$ cat config.mk
export PLATFORM = sky130hd
export DESIGN_NAME = csr_file
export DESIGN_NICKNAME = d
export VERILOG_FILES = /design/src/exu_pkg.sv /design/src/csr_file.sv
export VERILOG_INCLUDE_DIRS = /design/src /design/src/include
export SDC_FILE = /design/constraint.sdc
export NUM_CORES = 1
export LEC_CHECK = 0
export BUFFER_PORTS_ARGS = -buffer_cell sky130_fd_sc_hd__clkbuf_2
export CORE_MARGIN = 3
export CORE_UTILIZATION = 40
export CTS_CLUSTER_SIZE = 12
export DETAILED_ROUTE_END_ITERATION = 16
export PLACE_DENSITY = 0.72
export SLEW_MARGIN = 30
export SYNTH_ARGS = -nofsm -noshare
export SYNTH_HDL_FRONTEND = slang
export SYNTH_SLANG_ARGS = --single-unit
$ cat constraint.sdc
create_clock -name clk -period 2.5 [get_ports clk]
set_input_delay 0.25 -clock clk [delete_from_list [all_inputs] [get_ports clk]]
set_output_delay 0.25 -clock clk [all_outputs]
set_load 0.01 [all_outputs]
$ cat src/include/exu_defs.svh
`ifndef EXU_DEFS_SVH
`define EXU_DEFS_SVH

// major opcodes, inst[6:2]
`define OPC_LUI     5'b01101
`define OPC_AUIPC   5'b00101
`define OPC_JAL     5'b11011
`define OPC_JALR    5'b11001
`define OPC_BRANCH  5'b11000
`define OPC_LOAD    5'b00000
`define OPC_STORE   5'b01000
`define OPC_IMM     5'b00100
`define OPC_REG     5'b01100
`define OPC_SYSTEM  5'b11100

// branch funct3
`define BR_BEQ   3'b000
`define BR_BNE   3'b001
`define BR_BLT   3'b100
`define BR_BGE   3'b101
`define BR_BLTU  3'b110
`define BR_BGEU  3'b111

// system funct3 where zero means ecall or mret
`define CSROP_PRIV  3'b000
`define CSROP_RW    3'b001
`define CSROP_RS    3'b010
`define CSROP_RC    3'b011

`endif
$ cat src/exu_pkg.sv
`default_nettype none

package exu_pkg;

  `include "exu_defs.svh"

  typedef enum logic [4:0] {
    op_lui    = `OPC_LUI,
    op_auipc  = `OPC_AUIPC,
    op_jal    = `OPC_JAL,
    op_jalr   = `OPC_JALR,
    op_branch = `OPC_BRANCH,
    op_load   = `OPC_LOAD,
    op_store  = `OPC_STORE,
    op_imm    = `OPC_IMM,
    op_reg    = `OPC_REG,
    op_system = `OPC_SYSTEM
  } opcode_e;

  typedef enum logic [2:0] {
    br_beq  = `BR_BEQ,
    br_bne  = `BR_BNE,
    br_blt  = `BR_BLT,
    br_bge  = `BR_BGE,
    br_bltu = `BR_BLTU,
    br_bgeu = `BR_BGEU
  } branch_e;

  // load/store funct3
  typedef enum logic [2:0] {
    mem_b  = 3'b000,
    mem_h  = 3'b001,
    mem_w  = 3'b010,
    mem_bu = 3'b100,
    mem_hu = 3'b101
  } mem_size_e;

  typedef enum logic [2:0] {
    csr_priv = `CSROP_PRIV,
    csr_rw   = `CSROP_RW,
    csr_rs   = `CSROP_RS,
    csr_rc   = `CSROP_RC
  } csr_op_e;

  typedef enum logic [2:0] {
    alu_add  = 3'b000, // sub with alu_funcs
    alu_sll  = 3'b001,
    alu_slt  = 3'b010,
    alu_sltu = 3'b011,
    alu_xor  = 3'b100,
    alu_srl  = 3'b101, // sra with alu_funcs
    alu_or   = 3'b110,
    alu_and  = 3'b111
  } alu_op_e;

  localparam logic [11:0] csr_mstatus = 12'h300;
  localparam logic [11:0] csr_mtvec   = 12'h305;
  localparam logic [11:0] csr_mepc    = 12'h341;
  localparam logic [11:0] csr_mcause  = 12'h342;

  localparam logic [31:0] mcause_ecall = 32'd11; // environment call from m-mode
  localparam logic [11:0] imm_mret     = 12'h302;

  localparam int mem_words = 256;

endpackage

`default_nettype wire

$ cat src/csr_file.sv
`timescale 1ns/1ps
`default_nettype none

module csr_file import exu_pkg::*; (
  input  logic        clk,
  input  logic        rstn,
  input  logic [11:0] csr_raddr,
  output logic [31:0] csr_rdata,
  input  logic        csr_wen1,
  input  logic [11:0] csr_waddr1,
  input  logic [31:0] csr_wdata1,
  input  logic        csr_wen2,
  input  logic [11:0] csr_waddr2,
  input  logic [31:0] csr_wdata2
);

  logic [31:0] regs [4]; // mstatus, mtvec, mepc, mcause
  logic [2:0]  rsel, wsel1, wsel2;

  // {hit, index}
  function automatic logic [2:0] csr_sel(input logic [11:0] addr);
    case (addr)
      csr_mstatus: return 3'b100;
      csr_mtvec:   return 3'b101;
      csr_mepc:    return 3'b110;
      csr_mcause:  return 3'b111;
      default:     return 3'b000;
    endcase
  endfunction

  assign rsel  = csr_sel(csr_raddr);
  assign wsel1 = csr_sel(csr_waddr1);
  assign wsel2 = csr_sel(csr_waddr2);

  assign csr_rdata = rsel[2] ? regs[rsel[1:0]] : 32'd0;

  always_ff @(posedge clk) begin
    if (rstn) begin
      for (int i = 0; i < 4; i++) begin
        regs[i] <= 32'd0;
      end
    end else begin
      if (csr_wen1 && wsel1[2]) regs[wsel1[1:0]] <= csr_wdata1;
      if (csr_wen2 && wsel2[2]) regs[wsel2[1:0]] <= csr_wdata2; // last one wins
    end
  end

  // exu only uses both ports for ecall
  a_no_same_addr: assert property (@(posedge clk) disable iff (rstn)
    !(csr_wen1 && csr_wen2 && (csr_waddr1 == csr_waddr2)));

endmodule

`default_nettype wire

==> results of run 1 <==
-- logic make-up after synthesis --
family	Yosys count
xor+xnor	5
flops	128
simple gates	233
buf+inv	163
mux	32
compound gates	201
-- through the flow --
step,total power [mW],instances
finish,5.53,1135
global route,5.69,1135
CTS,5.53,1135
detailed placement,3.02,1103
global placement,3.01,1103
floorplan,2.75,762
-- path summary, 6_finish.rpt --
check,startpoint,endpoint,cells past startpoint,slack [ps]
worst max-delay path,csr_raddr[3],csr_rdata[27],7,120
worst min-delay path,csr_wdata1[9],regs[0][9]$_DFFE_PP_,2,170
-- power by group through the flow --
stage	sequential, mW	combinational (mW)	clock (mW)
finish	2.49	0.492	2.55
global route	2.50	0.526	2.66
CTS	2.49	0.483	2.56
detailed placement	2.53	0.481	0
global placement	2.53	0.475	0
floorplan	2.53	0.221	0
-- per-layer routing --
metal | vias to the layer above | GRT usage (%) | wire [um]
met5 | - | 0 | 27
met4 | 4 | 9.19 | 580
met3 | 60 | 6.95 | 3250
met2 | 536 | 36.0 | 12000
met1 | 3519 | 32.3 | 10700
li1 | 3253 | - | -
-- worst max-delay path: stages --
cell	delay, ps
clkbuf_2	70
or4_1	580
or2_2	480
buf_12	240
o21ai_1	220
a311oi_2	120
clkbuf_2	140
-- synth_stat cells (2+ instances only) --
cell	instances	share of area, %
mux2i_1	32	4.0
nor2b_1	2	0.15
buf_4	11	1.0
edfxtp_1	128	47
inv_1	65	3.0
a311oi_1	2	0.22
nand2_1	34	1.6
or4bb_1	2	0.28
a31o_1	32	3.5
o31ai_1	32	3.0
clkbuf_1	62	2.9
o21ai_1	32	2.0
buf_12	3	0.74
nor4_1	33	2.5
nor4bb_1	3	0.37
buf_2	15	0.93
a21oi_1	5	0.31
xor2_1	4	0.43
o41ai_1	32	3.5
or3_1	35	2.7
nand4_1	65	5.0
buf_6	7	0.97
nand4bb_1	4	0.56
and4b_1	2	0.25
a22oi_1	32	3.0
nand3_1	33	2.0
and3_1	3	0.23
a311oi_2	30	5.6
nor3_1	6	0.37
-- layout make-up --
| cell class | instances | area share (%) |
|---|---|---|
| multi-input combinational | 471 | 36.9 |
| sequential | 128 | 39.7 |
| tap | 265 | 3.42 |
| clock inverter | 15 | 1.89 |
| inverter | 65 | 2.52 |
| timing repair buffer | 174 | 11.2 |
| clock buffer | 17 | 4.39 |
==> metrics, run 1 <==
final cycle utilization of the critical path=95.3%; routed via count divided by cell count=6.50; Post-layout nets=961; Filler Cell Count=1804; fraction of layout cells with a size suffix above 1=28.4%; total congestion overflow after global routing=0; GRT Overall Usage=23.7%; cell leakage power=3.53 nW; highest-count cells in the layout ignoring fill and taps=clkbuf_2 (135), edfxtp_1 (128), inv_1 (65), nand4_1 (65), or3_1 (35); TritonCTS clock tree=yes; final period demand of the worst path=2380 ps; critical setup path kind=in2out; setup ws final=119 ps; area delta synth->final=19.5%; number of global-route vias before repair=7241; Post-Synth Simple-Gate Area=17.2%; post-detail-place hpwl=15700 um; Sequential Power Share=45.0%; Detailed Routing Iterations Pass 1=6; internal cell power=4.19 mW; min-delay worst type=in2reg; nature of the critical path endpoint=output port; number of endpoints with negative hold slack in the final report=0; total inserted antenna cells=0; post-CTS setup repair buffer count=0; power dissipated by switching net loads=1.35 mW; total negative slack=0 ps; Gate power share=8.9%; Detailed Route Iter0 Violations=1207; core region area=0.0197 sq mm; number of clock sinks seen by CTS=128; biggest registers after layout=regs x128; global-route wire length before repair=40900 um; post-placement worst setup slack=129 ps; power per standard cell area=571 mW/mm^2; chip width=148 um; placed instance area=0.00908 sq mm; clk buf depth=2; die outline height=148 um; register with the most flip-flops=regs; final hold slack=172 ps; worst path required time=2250 ps; footprint of the multi-input gates=0.00358 sq mm; FF+latch area=0.00384 sq mm; initial antenna violation count=2; number of synthesized flops with an enable pin=128; average cell area after synthesis=10.6 sq um; Synth async-reset ratio=0%; max_slew headroom=51.6%; predominant post-synthesis flop cell=edfxtp_1; syn_nets=866; htree depth=4; antenna violation net count after detailed routing=0; largest family of logic cells by synthesized area=compound AO/OA/AOI/OAI gates; xor-xnor portion of the synthesized cell area=0.540%; number of distinct library cells after synthesis=45; sequential-to-total area share from yosys stat=47.4%; share of power burned in the clock network=46.1%; count of warnings emitted by yosys=0; global placement routability congestion=0.807; Clock Root Buffer=clkbuf_16; count of pins over their slew limit=0; peak supply drop=0.393 mV; detailed-route wire length=26500 um; commonest non-fill, non-tap cell in the layout=clkbuf_2; max_cap viols=0; final cell area excluding filler cells=0.00969 sq mm; fraction of power spent switching nets=24.3%; adder-cell share of the synthesized area=0%; multiplexer share of the synthesized area=3.95%; CTS Hold Bufs=0; number of failing setup endpoints in the final timing report=0; count of input and output buffers=135; total I/O pin count=136; highest clock rate=0.420 GHz; run status=finished clean; utilization after layout=49.3%; Die Footprint=0.0220 sq mm; Initial Util=41.2%; Worst-path clk slew=60 ps; post-cts resize count=0; placement row count=51; unrepaired setup endpoints after global routing=no; Via Count=7372; critical path peak fanout=29; Cells after Synth=762; pin count of the biggest net entering global routing=97; area fraction in compound gates after synthesis=21.3%; DRC errors left=0; flop and latch count out of synthesis=128; Num CTS Buffers=17; synthesized area=0.00810 sq mm; Worst Tran Pin Value=725 ps; Worst Setup Start Kind=primary input; Crit path arrival time=2130 ps; detailed-route wire length per cell=23.4 um; number of flip-flops in the largest register=128
Power figures use the tool's default switching activity.
==> run 2: changes to the inputs <==
--- a/config.mk
+++ b/config.mk
@@ -7,7 +7,6 @@
 export NUM_CORES = 1
 export LEC_CHECK = 0
 export BUFFER_PORTS_ARGS = -buffer_cell sky130_fd_sc_hd__clkbuf_2
-export CORE_MARGIN = 3
 export CORE_UTILIZATION = 40
 export CTS_CLUSTER_SIZE = 12
 export DETAILED_ROUTE_END_ITERATION = 16
==> metrics, run 2 (synthesized netlist as in run 1, its figures left out) <==
total I/O pin count=136; total negative slack=0 ps; initial antenna violation count=3; Worst Tran Pin Value=781 ps; CTS Hold Bufs=0; peak supply drop=0.406 mV; final cycle utilization of the critical path=92.7%; Detailed Routing Iterations Pass 1=7; worst path required time=2250 ps; GRT Overall Usage=25.0%; Clock Root Buffer=clkbuf_16; Die Footprint=0.0208 sq mm; max_cap viols=0; detailed-route wire length=25500 um; number of endpoints with negative hold slack in the final report=0; count of input and output buffers=135; routed via count divided by cell count=6.36; Initial Util=41.2%; Num CTS Buffers=17; run status=finished clean; antenna violation net count after detailed routing=0; detailed-route wire length per cell=22.3 um; number of failing setup endpoints in the final timing report=0; pin count of the biggest net entering global routing=47; nature of the critical path endpoint=output port; Worst Setup Start Kind=primary input; post-detail-place hpwl=16200 um; core region area=0.0197 sq mm; min-delay worst type=in2reg; Worst-path clk slew=60 ps; placement row count=51; Via Count=7265; htree depth=4; biggest registers after layout=regs x128; final period demand of the worst path=2320 ps; DRC errors left=0; register with the most flip-flops=regs; TritonCTS clock tree=yes; clk buf depth=2; Pwr Total=5.52 mW; count of pins over their slew limit=0; area delta synth->final=20.4%; Detailed Route Iter0 Violations=842; cell leakage power=3.57 nW; commonest non-fill, non-tap cell in the layout=clkbuf_2; max_slew headroom=47.8%; Post-layout nets=968; power per standard cell area=566 mW/mm^2; unrepaired setup endpoints after global routing=no; utilization after layout=49.7%; global placement routability congestion=0.801; highest clock rate=0.432 GHz; highest-count cells in the layout ignoring fill and taps=clkbuf_2 (135), edfxtp_1 (128), inv_1 (65), nand4_1 (65); critical path peak fanout=39; post-CTS setup repair buffer count=0; Crit path arrival time=2070 ps; number of clock sinks seen by CTS=128; total congestion overflow after global routing=0; fraction of layout cells with a size suffix above 1=29.0%; number of global-route vias before repair=6928; number of flip-flops in the largest register=128; chip width=144 um; post-cts resize count=0; critical setup path kind=in2out; die outline height=144 um; global-route wire length before repair=38900 um
==> run 2: cell types whose count changed in the layout (fill, tap and decap cells not counted), sizes merged <==
cell,before,now
buf,39,46
bufinv,3,2
clkinv,8,1
clkinvlp,1,4
diode,0,1
inv,68,73
==> run 2: final timing paths <==
kind | start | to | slack [ps] | cells after the start
setup / recovery | csr_raddr[3] | csr_rdata[21] | 180 | 7
hold / removal | csr_wdata1[31] | regs[0][31]$_DFFE_PP_ | 160 | 2
==> run 2: critical path, stage by stage <==
cell and delay (ps):
clkbuf_2 80, or4_1 580, or2_2 340, buf_4 290, o21ai_1 240, a311oi_2 110, clkbuf_2 150
==> run 2: area by class of cell <==
| class | count | area, sq um |
|---|---|---|
| Clock buffer | 17 | 425 |
| Tap cell | 265 | 332 |
| Clock inverter | 15 | 176 |
| Timing Repair Buffer | 181 | 1160 |
| Sequential cell | 128 | 3840 |
| Fill cell | 1787 | 9890 |
| Multi-Input combinational cell | 471 | 3580 |
| Inverter | 65 | 244 |
| Antenna cell | 1 | 2.50 |
==> run 2: power breakdown <==
part / leakage (nW) / switching, mW / internal (mW)
logic: 2.07 / 0.341 / 0.156
registers: 1.21 / 0.0277 / 2.46
clock network: 0.283 / 1.04 / 1.50
total: 3.57 / 1.40 / 4.12
==> run 2: metal layers <==
metal / track usage, % / vias to the layer above / routed length, um
li1: - / 3261 / -
met1: 33.2 / 3464 / 10400
met2: 38.8 / 478 / 11700
met3: 6.16 / 60 / 2710
met4: 10.6 / 2 / 646
met5: 0 / - / 11
==> run 2: per-stage QoR <==
| stage | hold slack [ps] | worst slack (ps) | cells | cell area, sq um |
|---|---|---|---|---|
| 2_1_floorplan | 461 | 16.2 | 762 | 8100 |
| 3_3_place_gp | 589 | 185 | 1110 | 9160 |
| 3_5_place_dp | 581 | 195 | 1110 | 9160 |
| 4_1_cts | 149 | 191 | 1142 | 9760 |
| 5_1_grt | 157 | 86.3 | 1142 | 9760 |
| 6_report | 159 | 183 | 1143 | 9760 |
==> run 3: changes to the inputs <==
--- a/config.mk
+++ b/config.mk
@@ -10,6 +10,7 @@
 export CORE_UTILIZATION = 40
 export CTS_CLUSTER_SIZE = 12
 export DETAILED_ROUTE_END_ITERATION = 16
+export MAX_ROUTING_LAYER = met4
 export PLACE_DENSITY = 0.72
 export SLEW_MARGIN = 30
 export SYNTH_ARGS = -nofsm -noshare
==> metrics, run 3 (synthesized netlist as in run 1, its figures left out) <==
placement row count=51; DRC errors left=0; capturing element of the worst setup path=csr_rdata[21]; Die Footprint=0.0208 sq mm; die outline height=144 um; run status=finished clean; Detailed Route Iter0 Violations=833; highest clock rate=0.432 GHz; fraction of layout cells with a size suffix above 1=29.0%; pin count of the biggest net entering global routing=47; Clock Root Buffer=clkbuf_16; detailed-route wire length=25500 um; min-delay worst type=in2reg; Via Count=7215; number of flip-flops in the largest register=128; chip width=144 um; detailed-route wire length per cell=22.3 um; post-cts resize count=0; global-route wire length before repair=38900 um; routed via count divided by cell count=6.30; global placement routability congestion=0.812; number of endpoints with negative hold slack in the final report=0; worst path required time=2250 ps; Num CTS Buffers=17; count of pins over their slew limit=0; antenna violation net count after detailed routing=0; post-detail-place hpwl=16200 um; max_slew headroom=48.4%; critical setup path kind=in2out; initial antenna violation count=3; final cycle utilization of the critical path=92.5%; final period demand of the worst path=2310 ps; total congestion overflow after global routing=0; Worst Setup Start Kind=primary input; setup ws final=187 ps; register with the most flip-flops=regs; critical path peak fanout=39; CTS Hold Bufs=0; total I/O pin count=136; Crit path arrival time=2060 ps; total negative slack=0 ps; Filler Cell Count=1788; Worst-path clk slew=60 ps; Detailed Routing Iterations Pass 1=5; number of clock sinks seen by CTS=128; TritonCTS clock tree=yes; count of input and output buffers=135; clk buf depth=2; commonest non-fill, non-tap cell in the layout=clkbuf_2; area delta synth->final=20.5%; biggest registers after layout=regs x128; grt met2 use=38.9%; max_cap viols=0; Critical Path Source=csr_raddr[3]; highest-count cells in the layout ignoring fill and taps=clkbuf_2 (135), edfxtp_1 (128), inv_1 (65), nand4_1 (65); peak supply drop=0.405 mV; core region area=0.0197 sq mm; GR Layer Usage met1=33.5%; Post-layout nets=968; GRT Overall Usage=25.8%; htree depth=4; final std cells w/o fill=1145; cell leakage power=3.57 nW; placed instance count=1110; nature of the critical path endpoint=output port; power per standard cell area=566 mW/mm^2; Initial Util=41.2%; post-CTS setup repair buffer count=0; number of global-route vias before repair=6942; gr busiest metal=met2; number of failing setup endpoints in the final timing report=0; met3 track utilization from global routing=5.76%; post-placement worst setup slack=195 ps; Worst Tran Pin Value=772 ps; unrepaired setup endpoints after global routing=no
==> run 3: layout make-up <==
type	count	area, sq um	area share (%)
diodes	3	7.51	0.0769
clock buffers	17	425	4.36
clock inverters	15	176	1.81
inverters	65	244	2.50
multi-input cells	471	3580	36.6
flip-flops and latches	128	3840	39.4
well taps	265	332	3.40
repair buffers	181	1160	11.9
==> run 3: worst min-delay path by stage <==
stage,from,end,cells after the start
floorplan,csr_wdata1[0],regs[0][0]$_DFFE_PP_,1
global placement,csr_wdata1[31],regs[0][31]$_DFFE_PP_,2
detailed placement,csr_wdata1[31],regs[0][31]$_DFFE_PP_,2
CTS,csr_wdata1[31],regs[0][31]$_DFFE_PP_,2
global route,csr_wdata1[24],regs[0][24]$_DFFE_PP_,2
finish,csr_wdata1[31],regs[0][31]$_DFFE_PP_,2
==> run 3: stage by stage <==
stage | power, mW | util, % | hold slack [ps] | area (sq um)
final | 5.53 | 49.7 | 163 | 9760
after global routing | 5.65 | 49.7 | 157 | 9760
after floorplan | 2.75 | - | 461 | 8100
after detailed placement | 3.02 | 46.6 | 581 | 9160
after CTS | 5.52 | 49.6 | 149 | 9760
after global placement | 3.01 | 46.6 | 589 | 9160
==> run 3: worst max-delay path, stage by stage <==
cell and delay [ps]:
clkbuf_2 80, or4_1 580, or2_2 340, buf_4 290, o21ai_1 230, a311oi_2 110
clkbuf_2 150
==> run 3: metal layers <==
layer / vias to the layer above / share of wire (%)
met1: 3455 / 42
li1: 3262 / -
met4: 0 / 2.6
met2: 444 / 46
met3: 54 / 10
met5: - / 0
==> run 3: power by group <==
part / switching (mW) / internal [mW]
Clock: 1.04 / 1.50
Combinational: 0.340 / 0.156
Sequential: 0.0279 / 2.46
